### src/verilog/main_pkg.sv
// shared address layout, region codes and register map for the main bus glue; referenced by scope
package main_pkg;

    localparam int VRAM_AW    = 8;          // video RAM word address width
    localparam int BLANK_WAIT = 2;          // blank cycles before a video access completes

    localparam logic [1:0]  REGION_DISP = 2'd2;
    localparam logic [1:0]  REGION_IO   = 2'd3;
    localparam logic [1:0]  DISP_SEL    = 2'b01;
    localparam logic [2:0]  IO_BLOCK    = 3'd3;
    localparam logic [15:0] OPEN_BUS    = 16'hffff;

    // read group, dir bit low
    localparam logic [2:0] REG_JOY    = 3'd0;
    localparam logic [2:0] REG_BTN    = 3'd1;
    localparam logic [2:0] REG_DIP    = 3'd2;
    localparam logic [2:0] REG_MCU_RD = 3'd4;
    // write group, dir bit high
    localparam logic [2:0] REG_PRI    = 3'd0;
    localparam logic [2:0] REG_SND    = 3'd2;
    localparam logic [2:0] REG_MCU_WR = 3'd3;
    localparam logic [2:0] REG_VCLR   = 3'd4;
    localparam logic [2:0] REG_MIX    = 3'd5;

    // 23-bit word address A[23:1], seen either as display or as I/O space
    typedef union packed {
        struct packed {
            logic [1:0]          bank;      // A[23:22], zero for any mapped area
            logic [1:0]          region;    // A[21:20]
            logic [1:0]          sel;       // A[19:18]
            logic [16-VRAM_AW:0] rsvd;      // mirrored, not decoded
            logic [VRAM_AW-1:0]  word;      // video RAM index
        } disp;
        struct packed {
            logic [1:0] bank;
            logic [1:0] region;
            logic [2:0] rsvd_hi;            // A[19:17]
            logic [2:0] block;              // A[16:14]
            logic [8:0] rsvd_lo;            // A[13:5]
            logic       dir;                // 1 selects the write group
            logic [2:0] idx;                // register index
        } io;
    } bus_addr_u;

endpackage

### src/verilog/cpu_bus_if.sv
// one decoded CPU request and its response, passed from the bus controller to a target
`timescale 1ns/1ns

interface cpu_bus_if;

    logic                  valid;   // held until ready
    main_pkg::bus_addr_u   addr;
    logic                  we;      // 1 for a CPU write
    logic [15:0]           wdata;
    logic                  ready;   // transfer acknowledge
    logic [15:0]           rdata;   // sampled with ready

    modport ctrl (
        output valid,
        output addr,
        output we,
        output wdata,
        input  ready,
        input  rdata
    );

    modport target (
        input  valid,
        input  addr,
        input  we,
        input  wdata,
        output ready,
        output rdata
    );

endinterface

### src/verilog/vram_port.sv
// video RAM window; CPU accesses are held off until blanking has lasted long enough
`timescale 1ns/1ns

module vram_port (
    input  logic      clk,
    input  logic      rst,
    input  logic      lvbl,         // low during vertical blank
    input  logic      lhbl,         // low during horizontal blank
    cpu_bus_if.target bus
);

    logic [15:0]                  mem [0:(2**main_pkg::VRAM_AW)-1];
    logic [main_pkg::VRAM_AW-1:0] word;
    logic [15:0]                  rd_q;
    logic [1:0]                   blank_cnt;    // blank cycles seen by the waiting request
    logic                         blank;

    assign blank = ~lvbl | ~lhbl;
    assign word  = bus.addr.disp.word;

    // complete on the last of the required blank cycles
    assign bus.ready = bus.valid & blank
                     & (blank_cnt == 2'(main_pkg::BLANK_WAIT - 1));

    assign bus.rdata = rd_q;

    always_ff @(posedge clk or posedge rst) begin
        if (rst) begin
            blank_cnt <= 2'd0;
        end else if (!bus.valid || !blank || bus.ready) begin
            blank_cnt <= 2'd0;      // restart when blank ends
        end else if (blank_cnt != 2'(main_pkg::BLANK_WAIT - 1)) begin
            blank_cnt <= blank_cnt + 2'd1;
        end
    end

    // request is stable while waiting, so the read is ready before ack
    always_ff @(posedge clk) begin
        if (bus.valid) begin
            rd_q <= mem[word];
        end
        if (bus.ready && bus.we) begin
            mem[word] <= bus.wdata;
        end
    end

endmodule
### src/flat_wrapper.sv
// flat-port wrapper written by rule: the top's interface ports become plain ports
module vram_port_flat 
  (clk, rst, lvbl, lhbl, bus_valid, bus_addr, bus_we, bus_wdata, bus_ready, bus_rdata);
  cpu_bus_if bus_i ();
  input  logic clk;
  input  logic rst;
  input  logic lvbl;
  input  logic lhbl;
  input wire logic [$bits(bus_i.valid)-1:0] bus_valid;
  input wire logic [$bits(bus_i.addr)-1:0] bus_addr;
  input wire logic [$bits(bus_i.we)-1:0] bus_we;
  input wire logic [$bits(bus_i.wdata)-1:0] bus_wdata;
  output wire logic [$bits(bus_i.ready)-1:0] bus_ready;
  output wire logic [$bits(bus_i.rdata)-1:0] bus_rdata;
  assign bus_i.valid = bus_valid;
  assign bus_i.addr = bus_addr;
  assign bus_i.we = bus_we;
  assign bus_i.wdata = bus_wdata;
  assign bus_ready = bus_i.ready;
  assign bus_rdata = bus_i.rdata;
  vram_port u_core (.clk(clk), .rst(rst), .lvbl(lvbl), .lhbl(lhbl), .bus(bus_i));
endmodule
### config.mk
export PLATFORM = sky130hd
export DESIGN_NAME = vram_port_flat
export DESIGN_NICKNAME = d
export VERILOG_FILES = /design/src/verilog/main_pkg.sv /design/src/verilog/cpu_bus_if.sv /design/src/verilog/vram_port.sv /design/src/flat_wrapper.sv
export SDC_FILE = /design/constraint.sdc
export NUM_CORES = 2
export LEC_CHECK = 0
export BUFFER_PORTS_ARGS = -buffer_cell sky130_fd_sc_hd__buf_2
export CORE_UTILIZATION = 45
export DETAILED_ROUTE_END_ITERATION = 12
export PLACE_DENSITY = 0.69
export SYNTH_ARGS = -nofsm -noshare
export SYNTH_HDL_FRONTEND = slang
export SYNTH_SLANG_ARGS = --single-unit
### constraint.sdc
create_clock -name clk -period 4.65 [get_ports clk]
set_clock_uncertainty 0.05 [all_clocks]
set_input_delay 0.2325 -clock clk [delete_from_list [all_inputs] [get_ports clk]]
set_output_delay 0.2325 -clock clk [all_outputs]
set_load 0.05 [all_outputs]
### Yosys cells after proc, flatten, opt, wreduce, memory -nomap -nowiden

Memories as Yosys holds them, arrays and structs flattened. A register that Yosys moved wholly into a read port is not among the register bits.
Cells that the tools add are included.

| cells by class | value |
|---|---|
| add/sub/neg operators | 1 |
| equal/unequal tests | 2 |
| muxes and demuxes | 4 |
| bitwise operators | 5 |
| reduce and logical (&&, ||, !) cells | 6 |

Operators with widths:

| cell | number |
|---|---|
| two-way mux 2 bit | 2 |
| adder 2 x 1 -> 2 bit, second input constant | 1 |
| bitwise AND 1 bit | 2 |
| == test 2 x 1 -> 1 bit, second input constant | 1 |
| zero test 1 bit | 2 |
| logical OR 1 bit | 2 |
| two-way mux 1 bit | 2 |
| != test 2 x 1 -> 1 bit, second input constant | 1 |
| inverter 1 bit | 2 |
| nonzero test 2 bit | 1 |
| logical AND 1 bit | 1 |
| OR 1 bit | 1 |

| word-level totals | value |
|---|---|
| register bits | 2 |
| RAM bits | 4096 |
| input bits | 45 |
| output and inout bits | 17 |
| memories | 1 |

Memory list:

| memory | depth | width | read ports | clocked after Yosys merged registers in | wr ports | line | text |
|---|---|---|---|---|---|---|---|
| u_core.mem | 256 | 16 | 1 | 1 | 1 | vram_port.sv:12 | `logic [15:0] mem [0:(2**main_pkg::VRAM_AW)-1];` |

### Depth between registers and ports, before layout

| depth | value |
|---|---|
| depth in word-level cells | 7 |
| mapped depth | 9 |
| mapped depth without buffers | 6 |

### Worst setup path after synthesis

Ideal clock, no wire load.

| timing | value |
|---|---|
| kind | in2reg |
| start | in bus_addr[1] |
| end | mem u_core.mem[183][0], enable pin |
| arrival time | 2.450 ns |
| required time | 4.212 ns |
| path slack | 1.761 ns |
| stages on the path | 9 |
| buffers on the path | 5 |
| cell sequence | buf_2 > buf_2 > buf_4 > buf_2 > inv_1 > nor3_1 > nand2_1 > buf_2 > nor2_1 |

RTL lines:

| element | line | text |
|---|---|---|
| start: declaration | flat_wrapper.sv:10 | `input wire logic [$bits(bus_i.addr)-1:0] bus_addr;` |
| end: declaration | vram_port.sv:12 |  |

Straight into the memory's write port.

### Final worst setup path

| timing | value |
|---|---|
| start | reg u_core.blank_cnt[1] |
| end | mem u_core.mem[82][8], enable pin |

| on the way | value |
|---|---|
| word-level cells in the longest chain between the ends | 5 |

Ends and longest elaborated chain:

| element | line | text |
|---|---|---|
| start: declaration | vram_port.sv:15 | `logic [1:0] blank_cnt;` |
| start signal: assignment | vram_port.sv:33 | `blank_cnt <= blank_cnt + 2'd1;` |
| == test 2 x 1 -> 1 bit | vram_port.sv:23 | `& (blank_cnt == 2'(main_pkg::BLANK_WAIT - 1));` |
| bitwise AND 1 bit | vram_port.sv:23 |  |
| logical AND 1 bit | vram_port.sv:42 | `if (bus.ready && bus.we) begin` |
| two-way mux 1 bit | vram_port.sv:42 |  |
| two-way mux 1 bit (implied by the code) | vram_port.sv:43 | `mem[word] <= bus.wdata;` |

Every way passes these cells.

==> reports/results.txt <==
result of the run -> finished, final reports clean
fraction of post-synthesis cell area in the top cell type by area -> 0.7943
via density per instance -> 6.152
Resized cells post-CTS -> 0
Total Negative Setup Slacks -> 0 ns
FMAX -> 267.8 MHz
Least-Margin Pin Slew -> 1.313 ns
endpoint required time on the critical path -> 5.16 ns
multiplexer fraction of the synthesized cell area -> 0.1484
dominant combinational cell family by area after synthesis -> multiplexers
time the worst path needs with I/O delays and setup -> 3.735 ns
power dissipated by switching net loads -> 15.71 mW
Initial Util -> 0.4529
register cell area after layout -> 0.1235 mm2
global-route wire length before repair -> 543.2 mm
Yosys cell types -> 23
Synth warnings -> 0
boundary pin count -> 62
routed vias -> 74885
share of the yosys chip area belonging to registers -> 0.7947
TritonCTS sink count -> 4114
TritonCTS clock tree -> done
estimated wirelength of the detail-placed design -> 219.6 mm
final cycle utilization of the critical path -> 0.8032
Pwr per Cell Area -> 425.9 mW/mm2
number of buffers on the longest clock path -> 4
final count of negative-setup-slack endpoints -> 0
share of post-route cells with drive strength above 1 -> 0.2858
number of hold-slack violations in the final timing report -> 0
wire length reported by the detailed router -> 381.4 mm
post-synthesis compound-gate area fraction -> 0.03662
max-cap viol count -> 0
normalized max-slew margin -> 0.1249
setup repair after global routing missed its margin -> false
Final Hold Slack -> 0.09125 ns
adder-cell share of the synthesized area -> 0.00008049
antenna violation net count after detailed routing -> 0
path category of the worst min-delay check -> input port to register
critical path class -> register to register
Startpoint Class -> register
CTS buffer count -> 398
Area contributors post-synth -> sky130_fd_sc_hd__edfxtp_1 (79%), sky130_fd_sc_hd__mux4_2 (15%), sky130_fd_sc_hd__a22oi_1 (2.5%)
commonest non-fill, non-tap cell in the layout -> sky130_fd_sc_hd__edfxtp_1
combinational share of power -> 0.045
number of search-and-repair iterations in the first detailed-routing pass -> 5
die outline width -> 589.7 um
NumNets Final -> 7337
Overflow after GRT -> 0
area of the core region -> 0.3433 mm2
Arrival @ worst endpoint -> 4.25 ns
part of the power in registers -> 0.541
initial antenna violation count -> 15
element type at the critical path end -> register
post-synthesis to final-layout area growth -> 14.14%
vias in the first global route -> 74388
finished layout cell area -> 0.1774 mm2
XOR/XNOR Fraction of Synth Area -> 0
clock network power share -> 0.415
die extent in y -> 589.7 um
num rows -> 215
total area of multi-input combinational cells -> 0.03026 mm2
largest net degree at the start of global routing -> 165
number of nets in the synthesized netlist -> 6763
Cell Int Power -> 59.85 mW
post-synthesis instance area -> 0.1554 mm2
Avg WL per Cell -> 31.34 um
mean cell area of the mapped netlist -> 23.14 um2
max-slew violations -> 0
CTS H-tree depth -> 5
Die Area -> 0.3478 mm2
fraction of the mapped netlist area in simple logic gates -> 0.008484
Clock Tree Root -> sky130_fd_sc_hd__clkbuf_16
cell area reported after detailed placement -> 0.1646 mm2
clock network latency to the later pin of the worst-skew pair -> 0.92 ns
non-filler instance count after layout -> 12172
IR drop worst, VDD -> 383.5 uV
count of unresolved DRC violations after routing -> 0
largest area contributor in the synthesized netlist -> sky130_fd_sc_hd__edfxtp_1
GPL Wtd Cong -> 0.8326
fill cell total of the finished layout -> 25994
aggregate global-route resource usage -> 0.2171
post-synthesis instance total -> 6717
Iteration-0 DRC Markers -> 10151
clock-pin transition on the worst setup and hold timing paths -> 0.07 ns
flop and latch count out of synthesis -> 4114
worst-path maximum fanout -> 15
switching share of total power -> 0.2079
total placed cells including tap cells -> 11427
highest-count cells in the layout ignoring fill and taps -> sky130_fd_sc_hd__edfxtp_1 (4112), sky130_fd_sc_hd__mux4_2 (1024), sky130_fd_sc_hd__a22oi_1 (512)
Final Total Pwr -> 75.56 mW
number of port buffers -> 46
Leakage Power -> 54.50 nW
==> stage by stage <==
step | utilization | setup WS, ns
floorplan | - | 1.761
global placement | 0.4795 | 0.6374
detailed placement | 0.4795 | 0.6018
CTS | 0.5168 | 0.9219
global route | 0.5168 | 0.8001
finish | 0.5169 | 0.9153
==> worst max-delay path, cell delays in order (launching register included) <==
cell                      delay [ns]
sky130_fd_sc_hd__dfrtp_1        0.36
sky130_fd_sc_hd__inv_1          0.05
sky130_fd_sc_hd__ha_1           0.19
sky130_fd_sc_hd__nand3_1        0.36
sky130_fd_sc_hd__nor3_1         0.66
sky130_fd_sc_hd__nand2_2        0.68
sky130_fd_sc_hd__buf_4          0.48
sky130_fd_sc_hd__nor2_1         0.20
sky130_fd_sc_hd__buf_4          0.31
==> layer usage <==
metal,share of wire,global-route usage,up-vias
li1,-,-,30135
met2,0.47,0.3393,4151
met1,0.38,0.3058,39962
met4,0.041,0.08157,4
met3,0.10,0.04153,633
met5,0.000089,0,-
==> cell families (layout without fill, tap and decap cells) <==
family          Yosys count  count (layout)
other cells               0               9
mux                    1024            1024
simple gates            329             329
fa+ha+maj                 1               1
compound gates          833             833
flops                  4114            4114
buf+inv                 416            1305
==> final timing paths <==
path	from	to	slack [ns]	cells after the start
min in group asynchronous	rst	u_core.blank_cnt[1]	0.28	4
worst max register to register	u_core.blank_cnt[1]	u_core.mem[82][8]	0.92	8
worst max-delay path	u_core.blank_cnt[1]	u_core.mem[82][8]	0.92	8
worst min-delay path	bus_addr[7]	u_core.mem[49][14]	0.09	5
worst min register to register	u_core.blank_cnt[0]	u_core.blank_cnt[0]	0.40	1
max in group asynchronous	rst	u_core.blank_cnt[0]	4.11	4
==> cell type report <==
cell class / count / share of cell area
Sequential cell: 4114 / 0.6963
Multi-Input combinational cell: 2187 / 0.1706
Clock buffer: 475 / 0.05860
Tap cell: 4557 / 0.03214
Timing Repair Buffer: 586 / 0.02979
Clock inverter: 240 / 0.01245
Antenna cell: 9 / 0.0001269
Inverter: 4 / 0.00008463
==> Yosys cell counts (all sizes together) <==
library cell / number
nand2b: 2
mux4: 1024
or2: 1
a21boi: 1
a21oi: 256
nand3: 5
a22oi: 512
nand4: 16
dfrtp: 2
o41ai: 64
inv: 4
nor3: 6
nand2: 31
nor2b: 6
buf: 171
and2: 3
edfxtp: 4112
nor2: 259
ha: 1
clkbuf: 241
==> power groups by stage <==
stage                     registers [mW]  logic, mW  clock network, mW
after floorplan                     41.7       1.69                  0
after global placement              41.6       3.28                  0
after detailed placement            41.6       3.37                  0
after CTS                           40.9       3.40               31.7
after global routing                40.8       3.55               33.0
final                               40.9       3.37               31.3
==> state kept, by name, indices dropped and copies added, names as in the netlist <==
register / count
u_core.bus.rdata: 16
u_core.blank_cnt: 2
u_core.mem: 4096
==> repair_timing <==
| item | 4_1_cts | 5_1_grt |
|---|---|---|
| endpoints found under the hold margin | 1389 | 14 |
| hold buffers | 20 | 1 |
| setup buffers | 0 | 0 |
Power figures use the tool's default switching activity.
