### src/verilog/main_pkg.sv
// shared address layout, region codes and register map for the main bus glue; referenced by scope
package main_pkg;

    localparam int VRAM_AW    = 8;          // video RAM word address width
    localparam int BLANK_WAIT = 2;          // blank cycles before a video access completes

    localparam logic [1:0]  REGION_DISP = 2'd2;
    localparam logic [1:0]  REGION_IO   = 2'd3;
    localparam logic [1:0]  DISP_SEL    = 2'b01;
    localparam logic [2:0]  IO_BLOCK    = 3'd3;
    localparam logic [15:0] OPEN_BUS    = 16'hffff;

    // read group, dir bit low
    localparam logic [2:0] REG_JOY    = 3'd0;
    localparam logic [2:0] REG_BTN    = 3'd1;
    localparam logic [2:0] REG_DIP    = 3'd2;
    localparam logic [2:0] REG_MCU_RD = 3'd4;
    // write group, dir bit high
    localparam logic [2:0] REG_PRI    = 3'd0;
    localparam logic [2:0] REG_SND    = 3'd2;
    localparam logic [2:0] REG_MCU_WR = 3'd3;
    localparam logic [2:0] REG_VCLR   = 3'd4;
    localparam logic [2:0] REG_MIX    = 3'd5;

    // 23-bit word address A[23:1], seen either as display or as I/O space
    typedef union packed {
        struct packed {
            logic [1:0]          bank;      // A[23:22], zero for any mapped area
            logic [1:0]          region;    // A[21:20]
            logic [1:0]          sel;       // A[19:18]
            logic [16-VRAM_AW:0] rsvd;      // mirrored, not decoded
            logic [VRAM_AW-1:0]  word;      // video RAM index
        } disp;
        struct packed {
            logic [1:0] bank;
            logic [1:0] region;
            logic [2:0] rsvd_hi;            // A[19:17]
            logic [2:0] block;              // A[16:14]
            logic [8:0] rsvd_lo;            // A[13:5]
            logic       dir;                // 1 selects the write group
            logic [2:0] idx;                // register index
        } io;
    } bus_addr_u;

endpackage

### src/verilog/cpu_bus_if.sv
// one decoded CPU request and its response, passed from the bus controller to a target
`timescale 1ns/1ns

interface cpu_bus_if;

    logic                  valid;   // held until ready
    main_pkg::bus_addr_u   addr;
    logic                  we;      // 1 for a CPU write
    logic [15:0]           wdata;
    logic                  ready;   // transfer acknowledge
    logic [15:0]           rdata;   // sampled with ready

    modport ctrl (
        output valid,
        output addr,
        output we,
        output wdata,
        input  ready,
        input  rdata
    );

    modport target (
        input  valid,
        input  addr,
        input  we,
        input  wdata,
        output ready,
        output rdata
    );

endinterface

### src/verilog/main_bus_ctrl.sv
// bus controller: decodes each request, steers it to video RAM or I/O and returns the acknowledge
`timescale 1ns/1ns

module main_bus_ctrl (
    input  logic                clk,
    input  logic                rst,
    input  logic                req_valid,
    input  main_pkg::bus_addr_u req_addr,
    input  logic                req_we,
    input  logic [15:0]         req_wdata,
    output logic                req_ready,
    output logic [15:0]         rsp_rdata,
    cpu_bus_if.ctrl             vram_bus,
    cpu_bus_if.ctrl             io_bus
);

    logic ack_mask;     // blocks the cycle right after an acknowledge
    logic open_ack;     // delayed acknowledge for unmapped space
    logic req_act;
    logic bank_ok;
    logic vram_hit;
    logic io_hit;
    logic unmapped;

    assign req_act = req_valid & ~ack_mask;

    // top bits shared by both layouts
    assign bank_ok = req_addr.disp.bank == 2'b00;

    assign vram_hit = bank_ok
                   && req_addr.disp.region == main_pkg::REGION_DISP
                   && req_addr.disp.sel == main_pkg::DISP_SEL;

    assign io_hit = bank_ok
                 && req_addr.io.region == main_pkg::REGION_IO
                 && req_addr.io.block == main_pkg::IO_BLOCK;

    assign unmapped = ~vram_hit & ~io_hit;

    // request fields go to both targets, only one sees valid
    assign vram_bus.valid = req_act & vram_hit;
    assign vram_bus.addr  = req_addr;
    assign vram_bus.we    = req_we;
    assign vram_bus.wdata = req_wdata;

    assign io_bus.valid = req_act & io_hit;
    assign io_bus.addr  = req_addr;
    assign io_bus.we    = req_we;
    assign io_bus.wdata = req_wdata;

    always_comb begin
        if (vram_hit) begin
            req_ready = vram_bus.ready;
            rsp_rdata = vram_bus.rdata;
        end else if (io_hit) begin
            req_ready = io_bus.ready;
            rsp_rdata = io_bus.rdata;
        end else begin
            req_ready = open_ack & req_act;
            rsp_rdata = main_pkg::OPEN_BUS;
        end
    end

    always_ff @(posedge clk or posedge rst) begin
        if (rst) begin
            ack_mask <= 1'b0;
            open_ack <= 1'b0;
        end else begin
            ack_mask <= req_ready;
            open_ack <= req_act & unmapped & ~open_ack;     // one cycle after the request
        end
    end

endmodule

### src/flat_wrapper.sv
// flat-port wrapper written by rule: the top's interface ports become plain ports
module main_bus_ctrl_flat 
  (clk, rst, req_valid, req_addr, req_we, req_wdata, req_ready, rsp_rdata, vram_bus_valid, vram_bus_addr, vram_bus_we, vram_bus_wdata, vram_bus_ready, vram_bus_rdata, io_bus_valid, io_bus_addr, io_bus_we, io_bus_wdata, io_bus_ready, io_bus_rdata);
  cpu_bus_if vram_bus_i ();
  cpu_bus_if io_bus_i ();
  input  logic clk;
  input  logic rst;
  input  logic req_valid;
  input  main_pkg::bus_addr_u req_addr;
  input  logic req_we;
  input  logic [15:0] req_wdata;
  output logic req_ready;
  output logic [15:0] rsp_rdata;
  output wire logic [$bits(vram_bus_i.valid)-1:0] vram_bus_valid;
  output wire logic [$bits(vram_bus_i.addr)-1:0] vram_bus_addr;
  output wire logic [$bits(vram_bus_i.we)-1:0] vram_bus_we;
  output wire logic [$bits(vram_bus_i.wdata)-1:0] vram_bus_wdata;
  input wire logic [$bits(vram_bus_i.ready)-1:0] vram_bus_ready;
  input wire logic [$bits(vram_bus_i.rdata)-1:0] vram_bus_rdata;
  output wire logic [$bits(io_bus_i.valid)-1:0] io_bus_valid;
  output wire logic [$bits(io_bus_i.addr)-1:0] io_bus_addr;
  output wire logic [$bits(io_bus_i.we)-1:0] io_bus_we;
  output wire logic [$bits(io_bus_i.wdata)-1:0] io_bus_wdata;
  input wire logic [$bits(io_bus_i.ready)-1:0] io_bus_ready;
  input wire logic [$bits(io_bus_i.rdata)-1:0] io_bus_rdata;
  assign vram_bus_valid = vram_bus_i.valid;
  assign vram_bus_addr = vram_bus_i.addr;
  assign vram_bus_we = vram_bus_i.we;
  assign vram_bus_wdata = vram_bus_i.wdata;
  assign vram_bus_i.ready = vram_bus_ready;
  assign vram_bus_i.rdata = vram_bus_rdata;
  assign io_bus_valid = io_bus_i.valid;
  assign io_bus_addr = io_bus_i.addr;
  assign io_bus_we = io_bus_i.we;
  assign io_bus_wdata = io_bus_i.wdata;
  assign io_bus_i.ready = io_bus_ready;
  assign io_bus_i.rdata = io_bus_rdata;
  main_bus_ctrl u_core (.clk(clk), .rst(rst), .req_valid(req_valid), .req_addr(req_addr), .req_we(req_we), .req_wdata(req_wdata), .req_ready(req_ready), .rsp_rdata(rsp_rdata), .vram_bus(vram_bus_i), .io_bus(io_bus_i));
endmodule
### config.mk
export PLATFORM = sky130hd
export DESIGN_NAME = main_bus_ctrl_flat
export DESIGN_NICKNAME = d
export VERILOG_FILES = /design/src/verilog/main_pkg.sv /design/src/verilog/cpu_bus_if.sv /design/src/verilog/main_bus_ctrl.sv /design/src/flat_wrapper.sv
export SDC_FILE = /design/constraint.sdc
export NUM_CORES = 1
export LEC_CHECK = 0
export ABC_AREA = 1
export ABC_CLOCK_PERIOD_IN_PS = 800
export BUFFER_PORTS_ARGS = -buffer_cell sky130_fd_sc_hd__clkbuf_2
export CAP_MARGIN = 15
export CORE_MARGIN = 4
export CORE_UTILIZATION = 27
export CTS_CLUSTER_SIZE = 10
export DETAILED_ROUTE_END_ITERATION = 12
export PLACE_DENSITY = 0.88
export SYNTH_ARGS = -nofsm -noshare
export SYNTH_HDL_FRONTEND = slang
export SYNTH_SLANG_ARGS = --single-unit
### constraint.sdc
create_clock -name clk -period 0.8 [get_ports clk]
set_input_delay 0.04 -clock clk [delete_from_list [all_inputs] [get_ports clk]]
set_output_delay 0.04 -clock clk [all_outputs]
set_load 0.01 [all_outputs]
## Word level (Yosys, flattened, before mapping)

Index checks and enable logic that the tools add are counted.

- Bits in latches: 0
- Input bits: 77
- Output and inout port bits: 99
- Memory bits (writable): 0
- ROM bits: 0
- Logic and storage cells: 26
- Register bits after elaboration: 2
- Memories kept: 0

- Div/mod/pow operators: 0
- $mul: 0
- Add/subtract/negate cells: 0
- Mux-type cells: 4
- Bitwise logic cells: 11
- Shift-type cells: 0
- Reduce and logical (&&, ||, !) cells: 5
- Equality and inequality tests: 4
- Magnitude comparators: 0

Operators with widths:

| kind | number |
|---|---|
| 16-bit 2-to-1 mux | 2 |
| 1-bit AND | 7 |
| 2-bit equality test, second input constant | 2 |
| 1-bit logical AND | 4 |
| 1-bit inverter | 4 |
| 3-bit by 2-bit equality test with 1-bit output, second input constant | 1 |
| 2-bit by 1-bit equality test with 1-bit output, second input constant | 1 |
| 2-bit logical NOT | 1 |
| 1-bit 2-to-1 mux | 2 |

## Longest topological paths before layout

- Depth in word-level cells: 7
- Depth in mapped cells: 7
- Mapped depth without buffers: 7

## Worst setup path after synthesis

Ideal clock, no wire load.

- Path kind: register to register
- From: reg u_core.ack_mask
- To: reg u_core.ack_mask
- Setup time: 85 ps
- Arrival time: 770 ps
- Buffers on the path: 0
- Data required time: 715 ps
- Slack: -55 ps
- Period minus slack after synthesis: 855 ps
- Cell stages (with the launch flop): 6
- Path through: dfrtp_1 nor2_1 nand2_1 nand2_1 nand3_1 nand2_1

- Longest elaborated chain between the ends: 5

Ends and longest elaborated chain:

| element | line | source |
|---|---|---|
| from (decl) | main_bus_ctrl.sv:17 | `logic ack_mask;` |
| from (signal assigned) | main_bus_ctrl.sv:69 | `ack_mask <= req_ready;` |
| 1-bit inverter | main_bus_ctrl.sv:25 | `assign req_act = req_valid & ~ack_mask;` |
| 1-bit AND | main_bus_ctrl.sv:25 |  |
| 1-bit AND | main_bus_ctrl.sv:59 | `req_ready = open_ack & req_act;` |
| 1-bit 2-to-1 mux | main_bus_ctrl.sv:55 | `end else if (io_hit) begin` |
| 1-bit 2-to-1 mux | main_bus_ctrl.sv:52 | `if (vram_hit) begin` |
| named net req_ready | flat_wrapper.sv:12 | `output logic req_ready;` |

The timed path passes the listed nets, and every way through them passes these cells.

## Final worst setup path

- From: reg u_core.ack_mask
- To: out req_ready

- Longest elaborated chain between the ends: 5

Ends and longest elaborated chain:

| element | line |
|---|---|
| 1-bit inverter | main_bus_ctrl.sv:25 |
| 1-bit AND | main_bus_ctrl.sv:25 |
| 1-bit AND | main_bus_ctrl.sv:59 |
| 1-bit 2-to-1 mux | main_bus_ctrl.sv:55 |
| 1-bit 2-to-1 mux | main_bus_ctrl.sv:52 |
| to (decl) | flat_wrapper.sv:12 |

No other way between the ends.

==> impl_metrics.tcl <==
set metrics [dict create \
    peakVddDrop_mv 0.908 \
    drive_above_1_share_pct 66.2 \
    violations "setup timing" \
    fin_skew_ns 0.00194 \
    nFillCells 445 \
    setup_viol 21 \
    vias 1076 \
    post-synth-top-area-fraction_pct 52.3 \
    ios 176 \
    synthesis.nets 255 \
    cts_tree "yes" \
    fmax_mhz 874 \
    final_common_cell "clkbuf_2" \
    synth.avg_cell_area_um2 6.45 \
    cap_violations 0 \
    crit_type "register to output port" \
    worstPathRequired_ns 0.76 \
    root_buffer "clkbuf_8" \
    cp_max_fo 3 \
    start_kind "register" \
    cts_max_path_buffers 2 \
    core-area_mm2 0.00406 \
    yosysTopAreaCell "buf_4" \
    max_slew_margin_pct 89.1 \
    hold_path_class "input pin to output port" \
    htree_num_levels 1 \
    final_cell_mix "73 x clkbuf_2, 36 x inv_1, 17 x nand4_1" \
    endpoint_kind "output port" \
    antenna_found_initial 0 \
    wl_um 3240 \
    syn_inst 178 \
    finalCriticalPeriod_ns 1.14 \
    hpwlAfterDp_um 2440 \
    clock_sink_count 2 \
    power.density_mw_per_mm2 729 \
    fin_ws_ns -0.345 \
    wl_per_cell_um 12.8 \
    die_w_um 73.2 \
    finalSetupTns_ns -2.91 \
    hold_viol_final 0 \
    io_buffers 82 \
    synth-seq-cells 2 \
    finalCritPeriodShare_pct 143 \
    clkLatencyLatePin_ns 0.22 \
    detail_route.iter0.violations 7 \
    start_util_pct 28.3 \
    diodes 0 \
    gp_congestion 0.715 \
    post-route-drc-count 0 \
    postLayoutCoreUtil_pct 35.7 \
    status "finished, violations left" \
    cp.arrival_ns 1.10 \
    synth-seq-area-share_pct 4.36 \
    cts_buffers 3 \
    ys_warn_count 0 \
    grt_start_max_net_pins 11 \
    synth.distinct_cells 16 \
    routed_via_density 4.24 \
    grt_usage_pct 11.8 \
    grt_overflow 0 \
    netlist_area_mm2 0.00115 \
    power.leakage_nw 0.776 \
    area_delta_synth_final_pct 26.2 \
    worstMarginPinSlew_ns 0.164 \
    rsz0062_at_grt "yes" \
    drtAntennaViolNets 0 \
    first_global_vias 1055 \
    final_max_slew_viol_count 0 \
    die_area_mm2 0.00536 \
    die_y_um 73.2 \
    synth_area_leaders "buf_4 52%, inv_1 12%, nand4_1 9.3%" \
    grt_pass1_wl_um 4860 \
    final_nets 283 \
    fp-row-count 23 \
    placed_cells 242 \
    first_pass_iters 4 \
    power.total_mw 1.06 \
    clk_pin_slew_ns 0.03 \
    stdcell_count 254 \
]
[worst paths after layout]
path,startpoint,to,slack (ns),depth (start not counted)
min in group asynchronous,rst,u_core.ack_mask,0.20,3
setup / recovery,u_core.ack_mask,req_ready,-0.34,6
hold reg to reg,u_core.open_ack,u_core.open_ack,0.42,1
max in group asynchronous,rst,u_core.open_ack,0.49,3
setup reg to reg,u_core.ack_mask,u_core.ack_mask,-0.14,6
hold / removal,req_wdata[0],io_bus_wdata[0],0.08,0
[layout make-up]
type / instances / area [um2] / share of cell area (%)
Timing Repair Buffer: 104 / 698 / 48.2
Multi-Input combinational cell: 55 / 440 / 30.4
Inverter: 40 / 155 / 10.7
Tap cell: 50 / 62.6 / 4.32
Sequential cell: 2 / 50.0 / 3.46
Clock buffer: 3 / 41.3 / 2.85
[power by group]
group | internal, mW | switching [mW] | total (mW)
clock | 0.320 | 0.102 | 0.422
sequential | 0.111 | 0.00568 | 0.117
combinational | 0.273 | 0.244 | 0.517
[stage by stage]
| step | hold slack [ns] | area, um2 | setup slack [ns] |
|---|---|---|---|
| CTS | 0.0801 | 1370 | -0.330 |
| floorplan | -0.219 | 1150 | 0.00596 |
| global route | 0.0800 | 1450 | -0.443 |
| global placement | -0.130 | 1170 | -0.198 |
| finish | 0.0800 | 1450 | -0.345 |
| detailed placement | -0.126 | 1170 | -0.235 |
[metal layers]
layer | part of all wire (%) | vias to the layer above | global-route usage [%] | routed length, um
met5 | 0 | - | 0 | 0
li1 | - | 525 | - | -
met2 | 56 | 57 | 21.3 | 1830
met1 | 31 | 478 | 11.7 | 1010
met3 | 9.5 | 16 | 2.48 | 307
met4 | 3.2 | 0 | 8.81 | 103
[worst max-delay path, stage by stage, from the launching register on]
cell and delay [ns]:
dfrtp_1 0.38, nor2_4 0.12, nand2_1 0.06, nand2_1 0.07, nand3_2 0.06, nand2_2 0.09
buf_6 0.10
[sequential cells by signal, indices dropped and copies added, names as in the netlist]
register / cells
u_core.ack_mask: 1
u_core.open_ack: 1
[synth_stat cells, drive strengths merged]
cell type and count:
buf 84, inv 40, nand4 17, nand2 8
nand3 4, nor2 7, dfrtp 2, o21ai 16
[cell families after synthesis]
kind of cell,after synthesis,synth area share (%)
AOI/OAI and AO/OA,16,9.60
buffers and inverters,124,67.7
DFF,2,4.36
and+or+nand+nor,36,18.3
[repair_timing]
action                                  4_1_cts  5_1_grt
buffers inserted                              4        1
endpoints found under the setup margin       20       21
gates cloned                                  3        0
gates resized for setup                      11       25
pin swaps                                     9        8
hold buffers                                  1        0
hold endpoints to repair                      2        0
(Power assumes the default switching activity.)
