**config.mk**
```make
export PLATFORM = sky130hd
export DESIGN_NAME = io_regs_flat
export DESIGN_NICKNAME = d
export VERILOG_FILES = /design/src/verilog/main_pkg.sv /design/src/verilog/cpu_bus_if.sv /design/src/verilog/io_regs.sv /design/src/flat_wrapper.sv
export SDC_FILE = /design/constraint.sdc
export NUM_CORES = 1
export LEC_CHECK = 0
export BUFFER_PORTS_ARGS = -buffer_cell sky130_fd_sc_hd__clkbuf_2
export CAP_MARGIN = 20
export CORE_MARGIN = 4
export CORE_UTILIZATION = 45
export CTS_BUF_LIST = sky130_fd_sc_hd__clkbuf_16
export DETAILED_ROUTE_END_ITERATION = 12
export GPL_TIMING_DRIVEN = 0
export PLACE_DENSITY = 0.85
export RECOVER_POWER = 100
export SYNTH_ARGS = -nofsm -noshare
export SYNTH_HDL_FRONTEND = slang
export SYNTH_SLANG_ARGS = --single-unit
```
**constraint.sdc**
```tcl
create_clock -name clk -period 4.3 [get_ports clk]
set_input_delay 0.86 -clock clk [delete_from_list [all_inputs] [get_ports clk]]
set_output_delay 0.86 -clock clk [all_outputs]
set_load 0.005 [all_outputs]
```
**src/verilog/main_pkg.sv**
```systemverilog
// shared address layout, region codes and register map for the main bus glue; referenced by scope
package main_pkg;

    localparam int VRAM_AW    = 8;          // video RAM word address width
    localparam int BLANK_WAIT = 2;          // blank cycles before a video access completes

    localparam logic [1:0]  REGION_DISP = 2'd2;
    localparam logic [1:0]  REGION_IO   = 2'd3;
    localparam logic [1:0]  DISP_SEL    = 2'b01;
    localparam logic [2:0]  IO_BLOCK    = 3'd3;
    localparam logic [15:0] OPEN_BUS    = 16'hffff;

    // read group, dir bit low
    localparam logic [2:0] REG_JOY    = 3'd0;
    localparam logic [2:0] REG_BTN    = 3'd1;
    localparam logic [2:0] REG_DIP    = 3'd2;
    localparam logic [2:0] REG_MCU_RD = 3'd4;
    // write group, dir bit high
    localparam logic [2:0] REG_PRI    = 3'd0;
    localparam logic [2:0] REG_SND    = 3'd2;
    localparam logic [2:0] REG_MCU_WR = 3'd3;
    localparam logic [2:0] REG_VCLR   = 3'd4;
    localparam logic [2:0] REG_MIX    = 3'd5;

    // 23-bit word address A[23:1], seen either as display or as I/O space
    typedef union packed {
        struct packed {
            logic [1:0]          bank;      // A[23:22], zero for any mapped area
            logic [1:0]          region;    // A[21:20]
            logic [1:0]          sel;       // A[19:18]
            logic [16-VRAM_AW:0] rsvd;      // mirrored, not decoded
            logic [VRAM_AW-1:0]  word;      // video RAM index
        } disp;
        struct packed {
            logic [1:0] bank;
            logic [1:0] region;
            logic [2:0] rsvd_hi;            // A[19:17]
            logic [2:0] block;              // A[16:14]
            logic [8:0] rsvd_lo;            // A[13:5]
            logic       dir;                // 1 selects the write group
            logic [2:0] idx;                // register index
        } io;
    } bus_addr_u;

endpackage

```
**src/verilog/cpu_bus_if.sv**
```systemverilog
// one decoded CPU request and its response, passed from the bus controller to a target
`timescale 1ns/1ns

interface cpu_bus_if;

    logic                  valid;   // held until ready
    main_pkg::bus_addr_u   addr;
    logic                  we;      // 1 for a CPU write
    logic [15:0]           wdata;
    logic                  ready;   // transfer acknowledge
    logic [15:0]           rdata;   // sampled with ready

    modport ctrl (
        output valid,
        output addr,
        output we,
        output wdata,
        input  ready,
        input  rdata
    );

    modport target (
        input  valid,
        input  addr,
        input  we,
        input  wdata,
        output ready,
        output rdata
    );

endinterface

```
**src/verilog/io_regs.sv**
```systemverilog
// cabinet inputs, CPU write latches and interrupt priority encoder of the I/O register window
`timescale 1ns/1ns

module io_regs (
    input  logic        clk,
    input  logic        rst,
    input  logic        lvbl,
    input  logic        nexirq,         // active low
    input  logic        sec2,           // sub-CPU request, rising edge
    input  logic [8:0]  joystick1,
    input  logic [8:0]  joystick2,
    input  logic [1:0]  start_button,
    input  logic [1:0]  coin_input,
    input  logic        service,
    input  logic [7:0]  dipsw_a,
    input  logic [7:0]  dipsw_b,
    input  logic [15:0] mcu_dout,
    output logic [2:0]  ipl_n,
    output logic [7:0]  snd_latch,
    output logic        snreq,
    output logic [15:0] mcu_din,
    output logic [2:0]  prisel,
    output logic        mixpsel,
    cpu_bus_if.target   bus
);

    logic       accept;
    logic       rd_ok;
    logic       wr_ok;
    logic [2:0] idx;
    logic       vint;
    logic       secirq;
    logic       lvbl_l;
    logic       sec2_l;

    // direction bits swapped within the low nibble
    function automatic logic [7:0] joy_reorder(input logic [8:0] joy);
        return {joy[7:4], joy[0], joy[1], joy[2], joy[3]};
    endfunction

    assign accept = bus.valid & ~bus.ready;
    assign idx    = bus.addr.io.idx;
    assign rd_ok  = accept & ~bus.we & ~bus.addr.io.dir;
    assign wr_ok  = accept & bus.we & bus.addr.io.dir;   // wrong direction just acks

    always_ff @(posedge clk or posedge rst) begin
        if (rst) begin
            bus.ready <= 1'b0;
            snreq     <= 1'b0;
            snd_latch <= 8'd0;
            mcu_din   <= 16'd0;
            prisel    <= 3'd0;
            mixpsel   <= 1'b0;
            vint      <= 1'b0;
            secirq    <= 1'b0;
            lvbl_l    <= 1'b0;
            sec2_l    <= 1'b0;
        end else begin
            bus.ready <= accept;
            snreq     <= wr_ok && idx == main_pkg::REG_SND;
            lvbl_l    <= lvbl;
            sec2_l    <= sec2;
            if (wr_ok) begin
                case (idx)
                    main_pkg::REG_PRI:    prisel    <= bus.wdata[2:0];
                    main_pkg::REG_SND:    snd_latch <= bus.wdata[7:0];
                    main_pkg::REG_MCU_WR: mcu_din   <= bus.wdata;
                    main_pkg::REG_MIX:    mixpsel   <= bus.wdata[0];
                    default: ;
                endcase
            end
            if (wr_ok && idx == main_pkg::REG_VCLR)
                vint <= 1'b0;
            else if (!lvbl && lvbl_l)
                vint <= 1'b1;           // start of vertical blank
            if (rd_ok && idx == main_pkg::REG_MCU_RD)
                secirq <= 1'b0;         // reading the mailbox clears it
            else if (sec2 && !sec2_l)
                secirq <= 1'b1;
        end
    end

    always_ff @(posedge clk) begin
        if (accept) begin
            bus.rdata <= main_pkg::OPEN_BUS;
            if (rd_ok) begin
                case (idx)
                    main_pkg::REG_JOY:
                        bus.rdata <= {joy_reorder(joystick2), joy_reorder(joystick1)};
                    main_pkg::REG_BTN:
                        bus.rdata <= {8'hff, ~lvbl, service, coin_input, start_button,
                                      joystick2[8], joystick1[8]};
                    main_pkg::REG_DIP:    bus.rdata <= {dipsw_b, dipsw_a};
                    main_pkg::REG_MCU_RD: bus.rdata <= mcu_dout;
                    default: ;
                endcase
            end
        end
    end

    // active low level, highest cause wins
    always_comb begin
        if (vint)
            ipl_n = ~3'd6;
        else if (secirq)
            ipl_n = ~3'd5;
        else if (!nexirq)
            ipl_n = ~3'd4;
        else
            ipl_n = 3'b111;
    end

endmodule

```
**src/flat_wrapper.sv**
```systemverilog
// flat-port wrapper written by rule: the top's interface ports become plain ports
module io_regs_flat 
  (clk, rst, lvbl, nexirq, sec2, joystick1, joystick2, start_button, coin_input, service, dipsw_a, dipsw_b, mcu_dout, ipl_n, snd_latch, snreq, mcu_din, prisel, mixpsel, bus_valid, bus_addr, bus_we, bus_wdata, bus_ready, bus_rdata);
  cpu_bus_if bus_i ();
  input  logic clk;
  input  logic rst;
  input  logic lvbl;
  input  logic nexirq;
  input  logic sec2;
  input  logic [8:0] joystick1;
  input  logic [8:0] joystick2;
  input  logic [1:0] start_button;
  input  logic [1:0] coin_input;
  input  logic service;
  input  logic [7:0] dipsw_a;
  input  logic [7:0] dipsw_b;
  input  logic [15:0] mcu_dout;
  output logic [2:0] ipl_n;
  output logic [7:0] snd_latch;
  output logic snreq;
  output logic [15:0] mcu_din;
  output logic [2:0] prisel;
  output logic mixpsel;
  input wire logic [$bits(bus_i.valid)-1:0] bus_valid;
  input wire logic [$bits(bus_i.addr)-1:0] bus_addr;
  input wire logic [$bits(bus_i.we)-1:0] bus_we;
  input wire logic [$bits(bus_i.wdata)-1:0] bus_wdata;
  output wire logic [$bits(bus_i.ready)-1:0] bus_ready;
  output wire logic [$bits(bus_i.rdata)-1:0] bus_rdata;
  assign bus_i.valid = bus_valid;
  assign bus_i.addr = bus_addr;
  assign bus_i.we = bus_we;
  assign bus_i.wdata = bus_wdata;
  assign bus_ready = bus_i.ready;
  assign bus_rdata = bus_i.rdata;
  io_regs u_core (.clk(clk), .rst(rst), .lvbl(lvbl), .nexirq(nexirq), .sec2(sec2), .joystick1(joystick1), .joystick2(joystick2), .start_button(start_button), .coin_input(coin_input), .service(service), .dipsw_a(dipsw_a), .dipsw_b(dipsw_b), .mcu_dout(mcu_dout), .ipl_n(ipl_n), .snd_latch(snd_latch), .snreq(snreq), .mcu_din(mcu_din), .prisel(prisel), .mixpsel(mixpsel), .bus(bus_i));
endmodule
```
-- Word level (Yosys, flattened, before mapping)
Index checks and enable logic that the tools add are counted.
- flip-flop bits (word level): 50
- input port bits: 101
- word-level logic and storage cells: 47
- eq/ne operators: 5
- multiplexer cells: 8
- bitwise operators: 9
- reductions and logical operators: 14
- operators with widths (kind ; number):
    $pmux W16 S4 ; 1
    $mux W3 ; 3
    $reduce_and A2 Y1 ; 4
    $eq A3 B2 Y1 const B ; 2
    $eq A3 B3 Y1 const B ; 2
    $and A1 B1 Y1 ; 5
    $logic_and A1 B1 Y1 ; 5
    $mux W1 ; 4
    $not A1 Y1 ; 4
    $reduce_bool A2 Y1 ; 2
    $eq A3 B1 Y1 const B ; 1
    $logic_not A3 Y1 ; 1
    $logic_not A1 Y1 ; 2

-- Logic depth before layout (Yosys ltp)
Gate-level depths: netlist of run 1.
- depth after elaboration: 6
- mapped depth: 6
- gate-level depth less buffers: 3

-- Worst setup path before layout of run 1
Ideal clock, no wire load.
- path type: input-to-reg
- from: input bus_addr[0]
- to: register u_core.prisel[0]
- library setup time: 125 ps
- arrival time: 2025 ps
- slack: 2150 ps
- stages: 5
- buffers on the path: 2
- cells stage by stage: buf_4 or2_1 buf_6 or3_4 mux2_4
- longest elaborated chain between the ends: 2
- RTL lines (what ; RTL line ; RTL):
    from (decl) ; flat_wrapper.sv:25 ; input wire logic [$bits(bus_i.addr)-1:0] bus_addr;
    $logic_not A3 Y1 ; io_regs.sv:64 ; case (idx)
    $reduce_and A2 Y1 (no source line) ; n/a ;
    to (signal assigned) ; io_regs.sv:65 ; main_pkg::REG_PRI: prisel <= bus.wdata[2:0];
    to (decl) ; io_regs.sv:22 ; output logic [2:0] prisel,
Every way passes these cells.
A chain may end at the register's enable or synchronous reset.

-- Worst setup path in the final report of run 1
- from: input bus_we
- to: register u_core.bus.rdata[13] (data pin)
- longest elaborated chain between the ends: 3
- RTL lines (what ; RTL line ; RTL):
    from (decl) ; flat_wrapper.sv:26 ; input wire logic [$bits(bus_i.we)-1:0] bus_we;
    $not A1 Y1 ; io_regs.sv:43 ; assign rd_ok = accept & ~bus.we & ~bus.addr.io.dir;
    $and A1 B1 Y1 (2 in series) ; io_regs.sv:43 ;
    to (signal assigned) ; io_regs.sv:85 ; bus.rdata <= main_pkg::OPEN_BUS;
    to (signal assigned) ; io_regs.sv:89 ; bus.rdata <= {joy_reorder(joystick2), joy_reorder(joystick1)};
    to (signal assigned) ; io_regs.sv:91 ; bus.rdata <= {8'hff, ~lvbl, service, coin_input, start_button,
    to (decl) ; cpu_bus_if.sv:28 ; output rdata
Every way passes these cells.

==> results of run 1 <==
Yosys cell counts, types with 2 or more instances:
cell type	instances
nor2_1	11
or3b_2	2
buf_2	4
buf_6	2
mux2_2	25
nand2_1	2
nand2b_1	2
mux2_4	3
buf_4	2
o21ai_0	7
nor2b_1	9
edfxtp_1	16
o31ai_1	9
o32ai_1	7
buf_1	2
clkbuf_1	3
a211oi_1	8
nor3_1	10
a21oi_1	10
dfrtp_1	34
inv_1	5
worst paths after layout:
path	endpoint	slack, ps
setup / recovery	u_core.bus.rdata[13]$_SDFFCE_PP1N_	1320
hold / removal	u_core.mcu_din[5]$_DFFE_PP0P_	510
setup reg to reg	u_core.bus.rdata[13]$_SDFFCE_PP1N_	1560
hold reg to reg	u_core.mcu_din[5]$_DFFE_PP0P_	510
max in group asynchronous	u_core.mcu_din[12]$_DFFE_PP0P_	2270
min in group asynchronous	u_core.mcu_din[1]$_DFFE_PP0P_	530
registers in the layout (all words and copies together) (netlist names):
register,flops
u_core.bus.rdata,16
u_core.vint,1
u_core.sec2_l,1
u_core.secirq,1
u_core.bus.ready,1
u_core.snreq,1
u_core.mcu_din,16
u_core.prisel,3
u_core.lvbl_l,1
u_core.snd_latch,8
u_core.mixpsel,1
critical path: stages:
cell      delay [ps]
clkbuf_2          90
nor4b_1         1330
a21boi_2         520
o31ai_1          170
metrics by stage:
step / cells / setup slack (ps)
after CTS: 389 / 1913
after floorplan: 184 / 2150
final: 389 / 1320
after detailed placement: 381 / 1618
after global placement: 379 / 1617
after global routing: 389 / 1042
report_power, final:
group          total [W]  switching [W]  internal, W
Combinational   0.000181      0.0000870    0.0000936
Clock           0.000385       0.000169     0.000216
Sequential      0.000564      0.0000243     0.000540
kinds of logic after synthesis:
logic type      after synthesis  share of synthesized area, %
simple gates                 44                         11.37
buf+inv                      19                         4.277
mux                          28                         14.13
flops                        50                         57.61
compound gates               43                         12.62
area by class of cell:
type                            instances  area, um^2
Multi-Input combinational cell        115       850.8
Fill cell                             426        1747
Timing Repair Buffer                  130       599.3
Inverter                                6       22.52
Clock inverter                          3       21.27
Clock buffer                            5       125.1
Sequential cell                        50        1331
Buffer                                 13       67.56
Tap cell                               67       83.83
layer usage:
metal,part of all wire (%),wire [um],vias up,global-route usage [%]
met1,39,2466,943,24.20
li1,-,-,961,-
met5,0,0,-,0
met4,1.5,95,0,6.186
met3,7.3,463,10,3.499
met2,52,3307,97,36.89
==> flow_metrics.py, run 1 <==
metrics = {
    "sta": {
        "final.setup.tns_ps": 0,
        "hold_viol_final": 0,
        "slew_violations": 11,
        "post-route-period-util_pct": 69.31,
        "slew_headroom_pct": -11.74,
        "rsz0062_at_grt": "no",
        "setup_violations": 0,
        "holdWs_ps": 506.8,
        "skew_ps": 5.897,
        "fmax_mhz": 335.5,
        "tightestPinTransition_ps": 1653,
        "layout_min_cycle_time_ps": 2980,
    },
    "die": {
        "die_area_mm2": 0.006346,
        "placementRows": 25,
        "core_area_mm2": 0.004848,
        "ios": 150,
        "fp.dieH_um": 79.66,
        "start_util_pct": 47.66,
        "fp.dieW_um": 79.66,
    },
    "global_route": {
        "grt_util_all_layers_pct": 20.26,
        "gr-total-overflow": 0,
        "grt_max_degree": 25,
        "grt_pass1_vias": 2027,
        "grt_pass1_wl_mm": 9.853,
        "antenna_found_initial": 0,
    },
    "synth": {
        "synth_area_mm2": 0.002311,
        "synth_edf_count": 16,
        "syn_avg_cell_area_um2": 12.56,
        "yosys_warnings": 0,
        "synth_top_area_cell": "dfrtp_1",
        "syn_nets": 285,
        "synth_cells": 184,
        "synth_seq_cells": 50,
        "yosysTopAreaCellShare_pct": 36.82,
        "synth.top_cells.by_area": "dfrtp_1 37%, edfxtp_1 21%, mux2_2 12%",
        "async_flop_share_pct": 68.00,
        "ys_seq_area_share_pct": 57.61,
        "synth_flop_cell": "dfrtp_1",
        "synth.distinct_cells": 32,
    },
    "clock_tree": {
        "cts-root-buf": "clkbuf_16",
        "cts_made_buffers": 5,
        "htree_levels": 2,
        "cts_hold_buf": 0,
        "cts_setup_buffers": 0,
        "path_clk_slew_ps": 70,
        "clock_sinks": 50,
        "cts_tree": "done",
        "cts.repair.resized": 0,
        "clockBufferDepth": 2,
        "clock_latency_ps": 280,
    },
    "layout": {
        "final_net_count": 422,
        "fin_area_mm2": 0.003102,
        "layout_commonest_cell": "clkbuf_2",
        "utilization_pct": 63.97,
        "layout.cells.most_common_list": "89 x clkbuf_2, 51 x clkbuf_1, 34 x dfrtp_1",
        "antenna_cells": 0,
        "drive_gt1_share_pct": 40.06,
        "synthToLayoutAreaGrowth_pct": 34.22,
    },
    "route": {
        "drt_iter0_markers": 88,
        "drtPass1Iterations": 4,
        "vias_per_cell": 5.170,
        "drcViolationCount": 0,
        "wl_mm": 6.333,
        "ant_nets": 0,
        "avgRoutedWirePerCell_um": 16.28,
        "vias": 2011,
    },
    "power_and_ir_drop": {
        "ir_drop_v": 0.0002274,
        "p_total_w": 0.001130,
        "cellLeakagePower_nw": 1.394,
        "p_per_area_mw_per_mm2": 364.2,
    },
    "setup_path": {
        "r2r_start": "u_core.bus.ready$_DFF_PP0_",
        "start_kind": "input pin",
        "reg2reg_depth": 3,
        "crit_arrival_ps": 2980,
        "cp_max_fo": 10,
        "critPathKind": "in -> reg",
        "cp_data_required_time_ps": 4300,
        "endpoint_kind": "flop",
        "startpoint": "bus_we",
    },
    "placed_design": {
        "hpwlAfterDp_mm": 4.889,
        "gp_congestion": 0.8298,
        "port_buffers": 128,
        "placed_area_mm2": 0.003070,
    },
    "status": {
        "violations": "max-capacitance violations, max-slew violations",
        "status": "finished, violations left",
    },
    "min_path": {
        "hold-path-cell-count": 1,
        "min_from": "u_core.mcu_din[5]$_DFFE_PP0P_",
        "hp-class": "reg -> reg",
    },
    "job": {
        "drv_cap": 1,
    },
}
Note: power is estimated with default switching activity, not from simulation.
==> run 2, diff against run 1 <==
CORE_UTILIZATION = 42   (was 45)
PLACE_DENSITY = 0.8   (was 0.85)
clock period = 2.95 ns   (was 4.3 ns; I/O delays follow)
==> flow_metrics.py, run 2 (synthesized netlist as in run 1, its figures left out) <==
metrics = {
    "placed_design": {
        "port_buffers": 128,
        "hpwlAfterDp_mm": 4.836,
        "dp_cells": 384,
        "gp_congestion": 0.6963,
        "pre_cts_ws_ps": 606.5,
    },
    "layout": {
        "layout.cells.most_common_list": "99 x clkbuf_2, 38 x clkbuf_1, 34 x dfrtp_1",
        "final_net_count": 422,
        "drive_gt1_share_pct": 44.41,
        "fillers": 470,
        "antenna_cells": 0,
        "largestRegisters": "u_core.bus.rdata x16, u_core.mcu_din x16, u_core.snd_latch x8",
        "synthToLayoutAreaGrowth_pct": 35.52,
        "instances_no_fill": 392,
        "layout_commonest_cell": "clkbuf_2",
    },
    "clock_tree": {
        "cts_made_buffers": 5,
        "cts.repair.resized": 0,
        "cts-root-buf": "clkbuf_16",
        "htree_levels": 2,
        "cts_hold_buf": 0,
        "clock_sinks": 50,
        "cts_setup_buffers": 0,
        "path_clk_slew_ps": 70,
        "clock_latency_ps": 290,
        "cts_tree": "done",
        "clockBufferDepth": 2,
    },
    "power_and_ir_drop": {
        "p_sw_share_pct": 25.13,
        "p_seq_share_pct": 49.4,
        "power_frac_comb_pct": 15.9,
        "cellLeakagePower_nw": 1.435,
        "ir_drop_v": 0.0003173,
        "p_per_area_mw_per_mm2": 531.8,
        "p_int_w": 0.001247,
        "power_frac_clock_pct": 34.7,
        "p_switching_w": 0.0004185,
    },
    "setup_path": {
        "cp_data_required_time_ps": 3120,
        "crit_arrival_ps": 2540,
        "cpMaxStageDelayCell": "nor3_1",
        "cp_max_fo": 10,
        "start_kind": "flop",
        "critPathKind": "reg -> reg",
        "crit_chain": "nand4b_1, nor3_1, buf_4, mux2_2",
        "crit_path_max_incr_delay_ps": 840,
        "endpoint_kind": "flop",
    },
    "global_route": {
        "gr-total-overflow": 0,
        "grt_pass1_wl_mm": 9.252,
        "grt_pass1_vias": 2077,
        "grt_util_all_layers_pct": 18.19,
        "antenna_found_initial": 0,
        "grt_max_degree": 26,
    },
    "sta": {
        "skew_ps": 5.242,
        "final.setup.tns_ps": 0,
        "slew_violations": 0,
        "fmax_mhz": 422.3,
        "hold_viol_final": 0,
        "setup_slack_ps": 582.2,
        "layout_min_cycle_time_ps": 2368,
        "tightestPinTransition_ps": 1285,
        "rsz0062_at_grt": "no",
        "slew_headroom_pct": 14.34,
        "post-route-period-util_pct": 80.27,
        "setup_violations": 0,
    },
    "die": {
        "core_area_mm2": 0.005205,
        "start_util_pct": 44.40,
        "fp.dieH_um": 82.18,
        "ios": 150,
        "die_area_mm2": 0.006753,
        "placementRows": 26,
        "fp.dieW_um": 82.18,
    },
    "route": {
        "avgRoutedWirePerCell_um": 15.81,
        "drt_iter0_markers": 72,
        "drcViolationCount": 0,
        "drtPass1Iterations": 4,
        "ant_nets": 0,
        "vias_per_cell": 5.140,
        "wl_mm": 6.199,
        "vias": 2015,
    },
    "status": {
        "status": "completed",
    },
    "min_path": {
        "hp-class": "in -> async",
    },
    "job": {
        "drv_cap": 0,
    },
}
[run 2: per-layer routing]
| metal | share of wire, % | global-route usage (%) | routed length (um) |
|---|---|---|---|
| met5 | 0 | 0 | 0 |
| met3 | 9.8 | 6.074 | 610 |
| met4 | 1.5 | 6.312 | 95 |
| met2 | 51 | 32.07 | 3139 |
| met1 | 38 | 20.53 | 2353 |
[run 2: power by group through the flow]
stage               Sequential (W)  Combinational [W]  Clock, W
floorplan                 0.000840           0.000122         0
global placement          0.000833           0.000276         0
detailed placement        0.000836           0.000291         0
CTS                       0.000824           0.000292  0.000589
global route              0.000832           0.000294  0.000628
finish                    0.000823           0.000265  0.000577
[run 2: final cells by class]
type | count | area, um^2 | share of cell area (%)
well taps | 70 | 87.58 | 2.797
clock inverters | 3 | 23.77 | 0.7591
repair buffers | 130 | 611.8 | 19.54
flip-flops and latches | 50 | 1331 | 42.51
multi-input cells | 115 | 857.1 | 27.37
inverters | 6 | 22.52 | 0.7191
plain buffers | 13 | 72.57 | 2.317
clock buffers | 5 | 125.1 | 3.995
[run 2: worst paths after layout]
kind,start,endpoint,slack [ps],cells past startpoint
setup / recovery,u_core.bus.ready$_DFF_PP0_,u_core.mcu_din[0]$_DFFE_PP0P_,580,4
max in group asynchronous,rst,u_core.snd_latch[7]$_DFFE_PP0P_,1200,3
setup reg to reg,u_core.bus.ready$_DFF_PP0_,u_core.mcu_din[0]$_DFFE_PP0P_,580,4
hold / removal,rst,u_core.mcu_din[11]$_DFFE_PP0P_,240,2
hold reg to reg,u_core.prisel[0]$_DFFE_PP0P_,u_core.prisel[0]$_DFFE_PP0P_,490,1
min in group clk,lvbl,u_core.lvbl_l$_DFF_PP0_,440,1
[run 2: worst max-delay path: cells and delay by family, from the launching register on]
family	cells	cell delay, ps
flip-flops	1	420
AND/OR/NAND/NOR	2	1140
buffers and inverters	1	330
multiplexers	1	350
[run 2: metrics by stage]
stage	hold slack (ps)	util (%)	power [W]	area [um^2]
finish	244.8	60.17	0.001665	3132
global route	279.6	60.17	0.001754	3132
CTS	300.1	61.92	0.001705	3223
detailed placement	492.4	59.06	0.001127	3074
global placement	482.7	58.39	0.001109	3039
floorplan	461.6	-	0.0009619	2311
